**config.mk**
```make
export PLATFORM = sky130hd
export DESIGN_NAME = zports_top
export DESIGN_NICKNAME = d
export VERILOG_FILES = /design/src/zports_pkg.sv /design/src/zports_top.sv /design/src/read_mux.sv /design/src/xt_regfile.sv /design/src/page_lock.sv /design/src/port_decoder.sv
export SDC_FILE = /design/constraint.sdc
export NUM_CORES = 1
export LEC_CHECK = 0
export ABC_AREA = 0
export BUFFER_PORTS_ARGS = -buffer_cell sky130_fd_sc_hd__buf_2
export CORE_ASPECT_RATIO = 0.6
export CORE_MARGIN = 5
export CORE_UTILIZATION = 45
export DETAILED_ROUTE_END_ITERATION = 10
export GPL_TIMING_DRIVEN = 0
export PLACE_DENSITY = 0.76
export SYNTH_ARGS = -nofsm -noshare
export SYNTH_HDL_FRONTEND = slang
export SYNTH_SLANG_ARGS = --single-unit
export TNS_END_PERCENT = 100
```
**constraint.sdc**
```tcl
create_clock -name clk -period 4.67 [get_ports clk]
set_clock_uncertainty 0.2 [all_clocks]
set_input_delay 1.401 -clock clk [delete_from_list [all_inputs] [get_ports clk]]
set_output_delay 1.401 -clock clk [all_outputs]
set_load 0.1 [all_outputs]
```
**src/zports_pkg.sv**
```systemverilog
// port map and #nnAF index table; indices are full high-byte matches, no partial decode
package zports_pkg;

	typedef logic [7:0] byte_t;
	typedef logic [7:0] page_t;    // RAM page number

	// low address byte of each port
	localparam byte_t PORT_FE     = 8'hFE;   // keyboard, tape, border
	localparam byte_t PORT_FD     = 8'hFD;   // #7FFD paging when a15 low, AY otherwise
	localparam byte_t PORT_XT     = 8'hAF;   // extended registers
	localparam byte_t PORT_FB     = 8'hFB;   // covox
	localparam byte_t PORT_KJOY   = 8'h1F;
	localparam byte_t PORT_KMOUSE = 8'hDF;
	localparam byte_t PORT_SDCFG  = 8'h77;
	localparam byte_t PORT_SDDAT  = 8'h57;

	// #nnAF indices, video side
	localparam byte_t XT_VCONF    = 8'h00;
	localparam byte_t XT_VPAGE    = 8'h01;
	localparam byte_t XT_GXOFFSL  = 8'h02;
	localparam byte_t XT_GXOFFSH  = 8'h03;
	localparam byte_t XT_GYOFFSL  = 8'h04;
	localparam byte_t XT_GYOFFSH  = 8'h05;
	localparam byte_t XT_TSCONF   = 8'h06;
	localparam byte_t XT_PALSEL   = 8'h07;
	localparam byte_t XT_XBORDER  = 8'h0F;

	// #nnAF indices held in this block
	localparam byte_t XT_RAMPAGE  = 8'h10;   // #10..#13
	localparam byte_t XT_FMADDR   = 8'h15;
	localparam byte_t XT_SYSCONF  = 8'h20;
	localparam byte_t XT_MEMCONF  = 8'h21;
	localparam byte_t XT_IM2VECT  = 8'h25;
	localparam byte_t XT_FDDVIRT  = 8'h29;
	localparam byte_t XT_INTMASK  = 8'h2A;

	// DMA register bank
	localparam byte_t XT_DMASADDRL = 8'h1A;
	localparam byte_t XT_DMASADDRH = 8'h1B;
	localparam byte_t XT_DMASADDRX = 8'h1C;
	localparam byte_t XT_DMADADDRL = 8'h1D;
	localparam byte_t XT_DMADADDRH = 8'h1E;
	localparam byte_t XT_DMADADDRX = 8'h1F;
	localparam byte_t XT_DMALEN    = 8'h26;
	localparam byte_t XT_DMACTRL   = 8'h27;
	localparam byte_t XT_DMANUM    = 8'h28;
	localparam byte_t XT_DMASTAT   = 8'h27;  // read side of DMACTRL

	// vector selector in din[6:4] of an IM2VECT write
	localparam logic [2:0] INT_FRM = 3'b000;
	localparam logic [2:0] INT_LIN = 3'b001;
	localparam logic [2:0] INT_DMA = 3'b010;

	localparam int VID_STROBES = 9;
	localparam int VS_VCONF    = 0;
	localparam int VS_VPAGE    = 1;
	localparam int VS_GXOFFSL  = 2;
	localparam int VS_GXOFFSH  = 3;
	localparam int VS_GYOFFSL  = 4;
	localparam int VS_GYOFFSH  = 5;
	localparam int VS_TSCONF   = 6;
	localparam int VS_PALSEL   = 7;
	localparam int VS_XBORDER  = 8;

	localparam int DMA_STROBES = 9;   // sl, sh, sx, dl, dh, dx, len, ctrl, num

	localparam byte_t      SYSCONF_RST  = 8'h01;   // turbo 7 MHz
	localparam byte_t      MEMCONF_RST  = 8'h04;   // no ROM map
	localparam byte_t      INTMASK_RST  = 8'h01;   // frame int only
	localparam logic [2:0] IM2V_FRM_RST = 3'b111;
	localparam page_t      RAMPAGE_RST0 = 8'h00;
	localparam page_t      RAMPAGE_RST1 = 8'h05;
	localparam page_t      RAMPAGE_RST2 = 8'h02;
	localparam page_t      RAMPAGE_RST3 = 8'h00;

endpackage
```
**src/zports_top.sv**
```systemverilog
// single clk domain; iowr_s and iord_s arrive already synchronized as one-cycle strobes
module zports_top
	import zports_pkg::*;
(
	input  logic                   clk,
	input  logic                   rst,
	input  logic [15:0]            a,
	input  byte_t                  din,
	input  logic                   iowr_s,
	input  logic                   iord_s,
	input  logic                   wr,
	input  logic                   iord,
	input  logic                   opfetch,
	input  logic                   dos,
	input  logic                   vdos,
	input  logic [4:0]             keys_in,
	input  logic                   tape_read,
	input  logic [4:0]             kj_in,
	input  byte_t                  mus_in,
	input  byte_t                  sd_dataout,
	input  logic                   dma_act,
	output byte_t                  dout,
	output logic                   dataout,
	output logic                   porthit,
	output logic                   external_port,
	output page_t [3:0]            rampage,
	output byte_t                  sysconf,
	output byte_t                  memconf,
	output logic [4:0]             fmaddr,
	output logic [3:0]             fddvirt,
	output logic [2:0]             im2v_frm,
	output logic [2:0]             im2v_lin,
	output logic [2:0]             im2v_dma,
	output byte_t                  intmask,
	output logic                   zborder_wr,
	output logic                   beeper_wr,
	output logic                   covox_wr,
	output logic [VID_STROBES-1:0] video_wr,
	output logic [DMA_STROBES-1:0] dma_wr,
	output logic                   sdcs_n,
	output logic                   sd_start,
	output byte_t                  sd_datain
);

	logic  p7ffd_hit;
	logic  p7ffd_wr;
	page_t p7ffd_page;
	logic  rom_sel;
	logic  xt_wr;
	logic  fe_wr;
	logic  sdcfg_wr;

	// one FE write feeds border and beeper
	assign zborder_wr = fe_wr;
	assign beeper_wr  = fe_wr;

	port_decoder u_decoder (.*);

	page_lock u_lock (
		.lock_mode (memconf[7:6]),
		.*
	);

	xt_regfile u_regs (
		.hoa (a[15:8]),
		.*
	);

	read_mux u_rdmux (
		.rampage2 (rampage[2]),
		.rampage3 (rampage[3]),
		.*
	);

endmodule

```
**src/read_mux.sv**
```systemverilog
// dout is valid for any address; only dataout says whether the Z80 bus is driven
module read_mux
	import zports_pkg::*;
(
	input  logic [15:0] a,
	input  byte_t       din,
	input  logic        wr,
	input  logic        iord,
	input  logic        porthit,
	input  logic        external_port,
	input  logic [4:0]  keys_in,
	input  logic        tape_read,
	input  logic [4:0]  kj_in,
	input  byte_t       mus_in,
	input  byte_t       sd_dataout,
	input  logic        dma_act,
	input  page_t       rampage2,
	input  page_t       rampage3,
	output byte_t       dout,
	output logic        dataout,
	output byte_t       sd_datain
);

	byte_t loa;
	byte_t hoa;

	assign loa = a[7:0];
	assign hoa = a[15:8];

	always_comb
	begin
		case (loa)
			PORT_FE:     dout = {1'b1, tape_read, 1'b0, keys_in};
			PORT_XT:
			begin
				case (hoa)
					XT_DMASTAT:        dout = {dma_act, 7'b0};
					XT_RAMPAGE + 8'd2: dout = rampage2;
					XT_RAMPAGE + 8'd3: dout = rampage3;
					default:           dout = 8'hFF;   // XSTAT included
				endcase
			end
			PORT_KJOY:   dout = {3'b000, kj_in};
			PORT_KMOUSE: dout = mus_in;
			PORT_SDCFG:  dout = 8'h00;   // card present, not write protected
			PORT_SDDAT:  dout = sd_dataout;
			default:     dout = 8'hFF;
		endcase
	end

	// external chips drive the bus themselves
	assign dataout = porthit && iord && !external_port;

	// SPI shifts ones out on a read
	assign sd_datain = wr ? din : 8'hFF;

endmodule

```
**src/xt_regfile.sv**
```systemverilog
// writes land on the clk edge after the strobe; #7FFD wins over #nnAF in the same cycle
module xt_regfile
	import zports_pkg::*;
(
	input  logic        clk,
	input  logic        rst,
	input  byte_t       din,
	input  byte_t       hoa,
	input  logic        xt_wr,
	input  logic        p7ffd_wr,
	input  page_t       p7ffd_page,
	input  logic        rom_sel,
	input  logic        sdcfg_wr,
	output page_t [3:0] rampage,
	output byte_t       sysconf,
	output byte_t       memconf,
	output logic  [4:0] fmaddr,
	output logic  [3:0] fddvirt,
	output logic  [2:0] im2v_frm,
	output logic  [2:0] im2v_lin,
	output logic  [2:0] im2v_dma,
	output byte_t       intmask,
	output logic        sdcs_n
);

	always_ff @(posedge clk)
	begin
		if (rst)
		begin
			rampage[0] <= RAMPAGE_RST0;
			rampage[1] <= RAMPAGE_RST1;
			rampage[2] <= RAMPAGE_RST2;
			rampage[3] <= RAMPAGE_RST3;
			sysconf    <= SYSCONF_RST;
			memconf    <= MEMCONF_RST;
			fmaddr     <= '0;
			fddvirt    <= '0;
			intmask    <= INTMASK_RST;
			im2v_frm   <= IM2V_FRM_RST;
			// line and DMA vectors are set by software before use
		end
		else if (p7ffd_wr)
		begin
			memconf[0] <= rom_sel;      // ROM select mirrors into memconf
			rampage[3] <= p7ffd_page;   // #C000 window
		end
		else if (xt_wr)
		begin
			if (hoa[7:2] == XT_RAMPAGE[7:2])
				rampage[hoa[1:0]] <= din;

			case (hoa)
				XT_FMADDR:  fmaddr  <= din[4:0];
				XT_SYSCONF: sysconf <= din;
				XT_MEMCONF: memconf <= din;
				XT_FDDVIRT: fddvirt <= din[3:0];
				XT_INTMASK: intmask <= din;
				XT_IM2VECT:
				begin
					// din[6:4] picks the source, din[3:1] is the vector
					case (din[6:4])
						INT_FRM: im2v_frm <= din[3:1];
						INT_LIN: im2v_lin <= din[3:1];
						INT_DMA: im2v_dma <= din[3:1];
					endcase
				end
			endcase
		end
	end

	// SD chip select, card deselected out of reset
	always_ff @(posedge clk)
	begin
		if (rst)
			sdcs_n <= 1'b1;
		else if (sdcfg_wr)
			sdcs_n <= din[1];
	end

	// the memory map must come up with ROM unmapped after any reset
	a_memconf_rst: assert property (@(posedge clk) rst |=> (memconf == MEMCONF_RST))
		else $error("xt_regfile: memconf not at reset value after rst");

endmodule

```
**src/page_lock.sv**
```systemverilog
// lock_mode is memconf[7:6]; opfetch is a one-cycle pulse with the fetched opcode on din
module page_lock
	import zports_pkg::*;
(
	input  logic       clk,
	input  logic       rst,
	input  byte_t      din,
	input  logic       opfetch,
	input  logic       p7ffd_hit,
	input  logic [1:0] lock_mode,
	output logic       p7ffd_wr,
	output page_t      p7ffd_page,
	output logic       rom_sel
);

	logic       lock48;    // 48K lock, set by #7FFD bit 5
	logic       m1_lock;   // opcode based 128K lock for mode 2
	logic       mode3;
	logic       lock128;
	logic [2:0] bank_hi;

	assign mode3 = (lock_mode == 2'b11);

	// mode 2 takes the opcode latch, modes 0 and 1 follow memconf bit 6
	assign lock128 = (lock_mode == 2'b10) ? m1_lock : lock_mode[0];

	// mode 3 gives 1024K: bit 5 becomes the top bank bit
	assign bank_hi = mode3 ? {din[5], din[7:6]} : {1'b0, lock128 ? 2'b00 : din[7:6]};

	assign p7ffd_page = {2'b00, bank_hi, din[2:0]};
	assign p7ffd_wr   = p7ffd_hit && !lock48;
	assign rom_sel    = din[4];

	always_ff @(posedge clk)
	begin
		if (rst)
		begin
			lock48  <= 1'b0;
			m1_lock <= 1'b0;
		end
		else
		begin
			if (p7ffd_wr && !mode3)
				lock48 <= din[5];
			if (opfetch)
				m1_lock <= !(din[7] ^ din[6]);
		end
	end

	// once 48K lock is taken the port stays shut on the next cycle
	a_lock48: assert property (@(posedge clk) disable iff (rst)
		(p7ffd_wr && din[5] && !mode3) |=> !p7ffd_wr)
		else $error("page_lock: #7FFD write passed a set 48K lock");

endmodule

```
**src/port_decoder.sv**
```systemverilog
// pure decode; iowr_s and iord_s must be one clk wide, a must be stable while they are high
module port_decoder
	import zports_pkg::*;
(
	input  logic [15:0]            a,
	input  logic                   dos,
	input  logic                   vdos,
	input  logic                   iowr_s,
	input  logic                   iord_s,
	output logic                   porthit,
	output logic                   external_port,
	output logic                   p7ffd_hit,
	output logic                   xt_wr,
	output logic                   fe_wr,
	output logic                   covox_wr,
	output logic                   sdcfg_wr,
	output logic                   sd_start,
	output logic [VID_STROBES-1:0] video_wr,
	output logic [DMA_STROBES-1:0] dma_wr
);

	byte_t loa;
	byte_t hoa;
	logic  sd_en;    // SD ports hidden in dos unless virtual dos

	assign loa   = a[7:0];
	assign hoa   = a[15:8];
	assign sd_en = !dos || vdos;

	assign porthit = (loa == PORT_FE) || (loa == PORT_XT) || (loa == PORT_FD)
		|| (loa == PORT_FB)
		|| ((loa == PORT_KJOY) && !dos)
		|| (loa == PORT_KMOUSE)
		|| (((loa == PORT_SDCFG) || (loa == PORT_SDDAT)) && sd_en);

	// AY lives on the sound board
	assign external_port = (loa == PORT_FD) && a[15];

	assign p7ffd_hit = (loa == PORT_FD) && !a[15] && iowr_s;   // lock applied later
	assign xt_wr     = (loa == PORT_XT) && iowr_s;
	assign fe_wr     = (loa == PORT_FE) && iowr_s;
	assign covox_wr  = (loa == PORT_FB) && iowr_s;
	assign sdcfg_wr  = (loa == PORT_SDCFG) && iowr_s && sd_en;

	// reads of SDDAT start a transfer regardless of dos
	assign sd_start = (loa == PORT_SDDAT) && ((iowr_s && sd_en) || iord_s);

	always_comb
	begin
		video_wr = '0;
		dma_wr   = '0;
		if (xt_wr)
		begin
			case (hoa)
				XT_VCONF:     video_wr[VS_VCONF]   = 1'b1;
				XT_VPAGE:     video_wr[VS_VPAGE]   = 1'b1;
				XT_GXOFFSL:   video_wr[VS_GXOFFSL] = 1'b1;
				XT_GXOFFSH:   video_wr[VS_GXOFFSH] = 1'b1;
				XT_GYOFFSL:   video_wr[VS_GYOFFSL] = 1'b1;
				XT_GYOFFSH:   video_wr[VS_GYOFFSH] = 1'b1;
				XT_TSCONF:    video_wr[VS_TSCONF]  = 1'b1;
				XT_PALSEL:    video_wr[VS_PALSEL]  = 1'b1;
				XT_XBORDER:   video_wr[VS_XBORDER] = 1'b1;
				XT_DMASADDRL: dma_wr[0] = 1'b1;
				XT_DMASADDRH: dma_wr[1] = 1'b1;
				XT_DMASADDRX: dma_wr[2] = 1'b1;
				XT_DMADADDRL: dma_wr[3] = 1'b1;
				XT_DMADADDRH: dma_wr[4] = 1'b1;
				XT_DMADADDRX: dma_wr[5] = 1'b1;
				XT_DMALEN:    dma_wr[6] = 1'b1;
				XT_DMACTRL:   dma_wr[7] = 1'b1;
				XT_DMANUM:    dma_wr[8] = 1'b1;
			endcase
		end
	end

	// falling edge of the write strobe samples the decode of the strobe cycle;
	// the video and DMA banks must never see two strobes from one write
	a_one_strobe: assert property (@(negedge iowr_s)
		$onehot0(video_wr) && $onehot0(dma_wr) && !((|video_wr) && (|dma_wr)))
		else $error("port_decoder: more than one #nnAF strobe in one write");

endmodule

```
==> metrics.txt, run 1 <==
CTS tree done; hold_buf cts 0; Vias/cell 6.30; total global-route track usage 29.5%; DR pass1 iterations 5; LEAKAGE 2.65 nW; crit path from a[10]; Detail Route Antenna Nets 0; clk sinks between 70 and 80; r2r startpoint u_lock.lock48; Vias about 5200; Fmax about 210 MHz; CP arrival 3.14 ns; starting DRC count in detailed routing ~750; Bufs on Longest Clock Path 2; Final setup viols 6; FFs w/ async S/R, synth 0%; HP Class reg -> reg; worst-path maximum fanout 7; boundary pin count roughly 180; Synth area leaders dfxtp_1, nand3_1, mux2i_1; Pwr Total around 0.0015 W; failing checks negative setup slack; outcome complete, but fails checks; ys flop type dfxtp_1; global-route wire length before repair about 26000 um; Hold Fails Final Rpt 0; Synth Instances between 400 and 500; post-synth cell types 58; Clock Latency Late Sink about 0.34 ns; dpl ws -0.801 ns; Port Buffers 170; core footprint between 9000 and 10000 um^2; most common cell in the netlist dfxtp_1; Avg Inst Size Synth around 8.2 um^2; Die Y 84.0 um; worst hold margin 0.253 ns; pwr/cell area 247 nW/um^2; Synth top cells by count dfxtp_1, nand3_1, nand2_1, a21oi_1, o21ai_0; # nets final about 760; post-synth top area cell dfxtp_1; setup repair after global routing missed its margin yes; post-layout minimum cycle time around 4.7 ns; HPWL after DPL around 13000 um; total global routing overflow 0; number of flops mapped to enable cells by yosys 6; required time worst endpoint ~3 ns; Tcrit/Tclk final 101%; Net Count, Synth 560; die area roughly 11000 um^2; maxcap violations 0; largest net degree at the start of global routing 13; sequential-to-total area share from yosys stat ~39%; WL/cell 21.3 um; final setup margin -0.0691 ns; Layout Utilization between 60% and 70%; routability cong. about 0.95; worst vdd ir between 150 and 200 uV; hold_sp u_regs.sysconf[4]; Slew headroom 47.5%; slew of the pin with the lowest slew margin about 0.78 ns; initial antenna violation count 0; Residual DRC 0; Clock Tree Root clkbuf_16; number of CTS-inserted buffers 9; post-synthesis cell area slightly above 4000 um^2; n_diodes 0; cell row count 27; # H-tree levels 3; startpoint types input port; Yosys top cell area share about 35%; Initial Util between 40 and 50%; CP Class in -> out; Die W 133 um; Area Growth Syn to Fin 52.7%; number of global-route vias before repair slightly below 5000; Post-Route WL between 15000 and 20000 um; number of synthesized register bits 77; Final Max Slew Viols 0; CP endpoint kind primary output; synth warn 0; Worst-path clk slew around 0.060 ns; layout cells sized above 1 40.8%
worst max-delay path, stage by stage:
cell	delay (ns)
buf_8	0.09
or3b_4	0.39
a2111oi_4	0.31
buf_6	0.20
a31oi_1	0.11
or4_4	0.45
buf_12	0.18
registers in the layout (all words and copies together), names as in the netlist:
signal / count
u_regs.rampage: 32
u_regs.intmask: 8
u_regs.memconf: 8
u_regs.sysconf: 8
u_regs.fmaddr: 5
u_regs.fddvirt: 4
u_regs.im2v_dma: 3
u_regs.im2v_frm: 3
u_regs.im2v_lin: 3
u_lock.lock48: 1
u_lock.m1_lock: 1
u_regs.sdcs_n: 1
what timing repair did:
action / CTS / global route
pin swaps: 11 / 12
setup endpoints to repair: 29 / 27
resized for setup: 66 / 33
setup buffers: 14 / 5
worst paths after layout:
check | cells after the start | slack (ns) | end
min | 2 | 0.25 | u_regs.sysconf[4]
min reg2reg | 2 | 0.25 | u_regs.sysconf[4]
max | 7 | -0.07 | dout[3]
max reg2reg | 5 | 2.92 | u_regs.rampage[29]
metrics by stage:
step	cell area, um^2	cells	setup TNS (ns)
5_1_grt	6270	819	-0.594
4_1_cts	6120	815	-0.505
3_3_place_gp	5470	785	-10.99
3_5_place_dp	5470	785	-12.54
6_report	6270	819	-0.275
2_1_floorplan	4470	499	-1.81
where the power goes:
group | internal, W | leakage (nW) | switching, W
combinational | 0.0000622 | 1.88 | 0.000156
sequential | 0.000666 | 0.626 | 0.000000847
clock | 0.000389 | 0.140 | 0.000273
cell type report:
type	count	area, um^2
multi-input cells	375	2730
flip-flops and latches	77	1600
clock buffers	13	260
repair buffers	189	1250
plain buffers	41	248
well taps	116	145
clock inverters	3	18.8
fillers	720	2750
inverters	5	18.8
routing by layer:
| metal | global-route usage [%] | vias to the layer above | part of all wire [%] |
|---|---|---|---|
| li1 | - | 2267 | - |
| met1 | 39.7 | 2424 | 39 |
| met2 | 44.3 | 418 | 44 |
| met3 | 11.1 | 49 | 15 |
| met4 | 8.22 | 0 | 2.3 |
| met5 | 0 | - | 0 |
cells in the final DEF, fill, tap and decap left out, types with 3 or more instances in the layout:
cell / synthesis / final
a31oi_1: 11 / 8
and3_1: 7 / 6
clkbuf_2: 2 / 3
nand2b_1: 15 / 15
a21oi_1: 34 / 34
nor2_4: 0 / 10
clkbuf_1: 31 / 25
dfxtp_1: 71 / 71
o21ai_0: 34 / 34
inv_1: 4 / 4
or4_4: 0 / 5
edfxtp_1: 6 / 6
clkbuf_16: 0 / 10
clkbuf_8: 0 / 4
nand3_1: 56 / 54
nand4_1: 17 / 17
nor4b_1: 5 / 4
buf_6: 1 / 14
buf_12: 0 / 10
nor4_4: 0 / 3
buf_4: 1 / 26
clkbuf_4: 0 / 6
mux2i_1: 25 / 25
nor2b_1: 5 / 4
nor2_1: 32 / 21
nor3_4: 0 / 12
and4_1: 5 / 5
a22o_1: 11 / 11
nor4_1: 12 / 8
buf_2: 5 / 142
nand2_1: 41 / 40
a31o_2: 6 / 6
kinds of logic (layout without fill, tap and decap cells):
| logic type | Yosys count | after routing | share of synthesized area [%] |
|---|---|---|---|
| AOI/OAI and AO/OA | 111 | 111 | 17.2 |
| and+or+nand+nor | 235 | 235 | 31.9 |
| xor gates and xnor gates | 2 | 2 | 0.427 |
| buffers and inverters | 47 | 251 | 4.78 |
| DFF | 77 | 77 | 39.0 |
| muxes | 27 | 27 | 6.64 |
Note: power is estimated with default switching activity, not from simulation.
==> inputs of run 2 (changes only) <==
--- a/config.mk
+++ b/config.mk
@@ -6,7 +6,7 @@
 export NUM_CORES = 1
 export LEC_CHECK = 0
 export ABC_AREA = 0
-export BUFFER_PORTS_ARGS = -buffer_cell sky130_fd_sc_hd__buf_2
+export BUFFER_PORTS_ARGS = -buffer_cell sky130_fd_sc_hd__clkbuf_2
 export CORE_ASPECT_RATIO = 0.6
 export CORE_MARGIN = 5
 export CORE_UTILIZATION = 45
==> run 2 against run 1 <==
The flow still finishes with violations (negative setup slack). Hold slack gained 0.0091 ns. Combinational power is 3% higher. Via count is 1.7% higher. Critical path depth is 2 higher. Non-clock buffer count is 4 higher. Power increased by 1.1%. Design area rose by 2.2%. Highest routed layer unchanged. Wire length down 0.39%.
==> metrics.txt, run 2 (same netlist as run 1, synthesis figures left out) <==
commonest non-fill, non-tap cells in the layout clkbuf_2, dfxtp_1, nand3_1, nand2_1; Slew headroom 45.7% (-1.8 points); Die W 133 um (unchanged); register with the most flip-flops u_regs.rampage; required time worst endpoint 3.07 ns (about the same); Hold Fails Final Rpt 0 (unchanged); TNS Setup -0.778 ns (-0.503 ns); Bufs on Longest Clock Path 2 (unchanged); Port Buffers 170 (unchanged); largest net degree at the start of global routing 13 (unchanged); boundary pin count 177 (unchanged); startpoint types input port; setup repair after global routing missed its margin yes; Most Frequent Cell on Critical Path buf_4; Vias/cell 6.38 (+1.3%); outcome complete, but fails checks; # H-tree levels 3 (unchanged); number of CTS-inserted buffers 9 (unchanged); maxcap violations 0 (unchanged); Initial Util 45.5% (unchanged); n_diodes 0 (unchanged); HPWL after DPL 12600 um (+0.63%); total global-route track usage 29.1% (-0.42 points); failing checks negative setup slack; worst hold margin 0.262 ns (+0.00914 ns); initial antenna violation count 0 (unchanged); number of global-route vias before repair 4997 (+2.7%); CTS tree done; CP cell instances buf_4, nand4b_1, buf_4, nor3_4, buf_6, buf_12, a22o_1, or4_4, clkbuf_16; pwr/cell area 244 nW/um^2 (-1.0%); Layout Utilization 71.0% (+1.5 points); Fill cells 698 (-3.1%); # nets final 763 (+0.53%); most common cell after layout, fill and taps aside clkbuf_2; Fmax 208 MHz (-1.4%); Pwr Total 0.00156 W (+1.1%); CP arrival 3.21 ns (+0.07 ns); Residual DRC 0 (unchanged); post-layout minimum cycle time 4.81 ns (+0.0674 ns); Detail Route Antenna Nets 0 (unchanged); Worst-path clk slew 0.05 ns (about the same); worst path bufs/invs 5 (+2); Area Growth Syn to Fin 55.9%; die area 11200 um^2 (unchanged); WL/cell 21.1 um (-0.75%); cell row count 27 (unchanged); Finished Cell Area 6400 um^2 (+2.2%); slew of the pin with the lowest slew margin 0.803 ns (+0.0272 ns); Tcrit/Tclk final 103% (+1.4 points); worst vdd ir 228 uV (+19%); CP endpoint kind primary output; routability cong. 0.944 (-0.70%); HP Class reg -> reg; CP Class in -> out; total global routing overflow 0 (unchanged); starting DRC count in detailed routing 859 (+15%); clk sinks 77 (unchanged); hold_buf cts 0 (unchanged); Largest register FFs 32 (unchanged); worst stage delay on the critical path 0.52 ns (+0.07 ns); Clock Tree Root clkbuf_16; final setup margin -0.136 ns (-0.0674 ns); LEAKAGE 2.69 nW (+1.6%); DR pass1 iterations 7 (+2); Clock Latency Late Sink 0.34 ns (about the same); Final Max Slew Viols 0 (unchanged); core footprint 9020 um^2 (unchanged); Final setup viols 9 (+3); Slowest cell on crit path or4_4; layout cells sized above 1 41.2% (+0.39 points); Die Y 84.0 um (unchanged); Vias 5244 (+1.7%); Post-Route WL 17400 um (-0.39%); worst-path maximum fanout 6 (-1); global-route wire length before repair 26200 um (-0.11%); CP top delay family buffers and inverters; dpl cell area 5470 um^2 (unchanged)
[run 2: cell count changes in the layout (fill, tap and decap cells not counted), sizes merged]
cell      change
clkinvlp      +1
clkbuf      +144
clkinv        +1
bufinv        +1
buf         -143
inv           -1
[run 2: final timing paths]
path,start,to,slack (ns),depth (start not counted)
max,a[2],dout[1],-0.14,9
min,u_regs.sysconf[4],u_regs.sysconf[4],0.26,2
max reg2reg,u_lock.lock48,u_regs.rampage[29],3.03,5
min reg2reg,u_regs.sysconf[4],u_regs.sysconf[4],0.26,2
[run 2: repair_timing]
item                                    CTS  global route
buffers inserted                         14             8
endpoints found under the hold margin     0             0
gates resized for setup                  69            51
pin swaps                                12            10
endpoints found under the setup margin   29            28
[run 2: where the power goes]
part	switching (W)	leakage [nW]	total (W)	internal (W)
registers	0.000000792	0.626	0.000667	0.000666
logic	0.000158	1.92	0.000224	0.0000653
clock network	0.000266	0.138	0.000674	0.000408
total	0.000425	2.69	0.00156	0.00114
[run 2: layer usage]
| layer | share of wire [%] | global-route usage, % | wire [um] |
|---|---|---|---|
| met5 | 0 | 0 | 0 |
| met2 | 42 | 42.6 | 7360 |
| met3 | 14 | 10.4 | 2470 |
| met1 | 40 | 39.1 | 6920 |
| met4 | 3.4 | 11.3 | 596 |
[run 2: area by class of cell]
type / instances / area [um^2] / area share [%]
tap: 116 / 145 / 2.27
timing repair buffer: 192 / 1350 / 21.1
clock inverter: 5 / 52.6 / 0.821
inverter: 5 / 18.8 / 0.293
buffer: 42 / 262 / 4.08
sequential: 77 / 1600 / 25.0
clock buffer: 10 / 229 / 3.58
multi-input combinational: 375 / 2740 / 42.8
[run 2: worst min-delay path: cells and delay by family, from the launching register on]
family / cells / cell delay [ns]
AND/OR/NAND/NOR: 1 / 0.05
multiplexers: 1 / 0.05
flip-flops: 1 / 0.31
[run 2: stage by stage]
stage | setup WS (ns) | std cells
2_1_floorplan | -0.465 | 499
3_3_place_gp | -0.819 | 785
3_5_place_dp | -0.827 | 785
4_1_cts | -0.138 | 814
5_1_grt | -0.160 | 822
6_report | -0.136 | 822
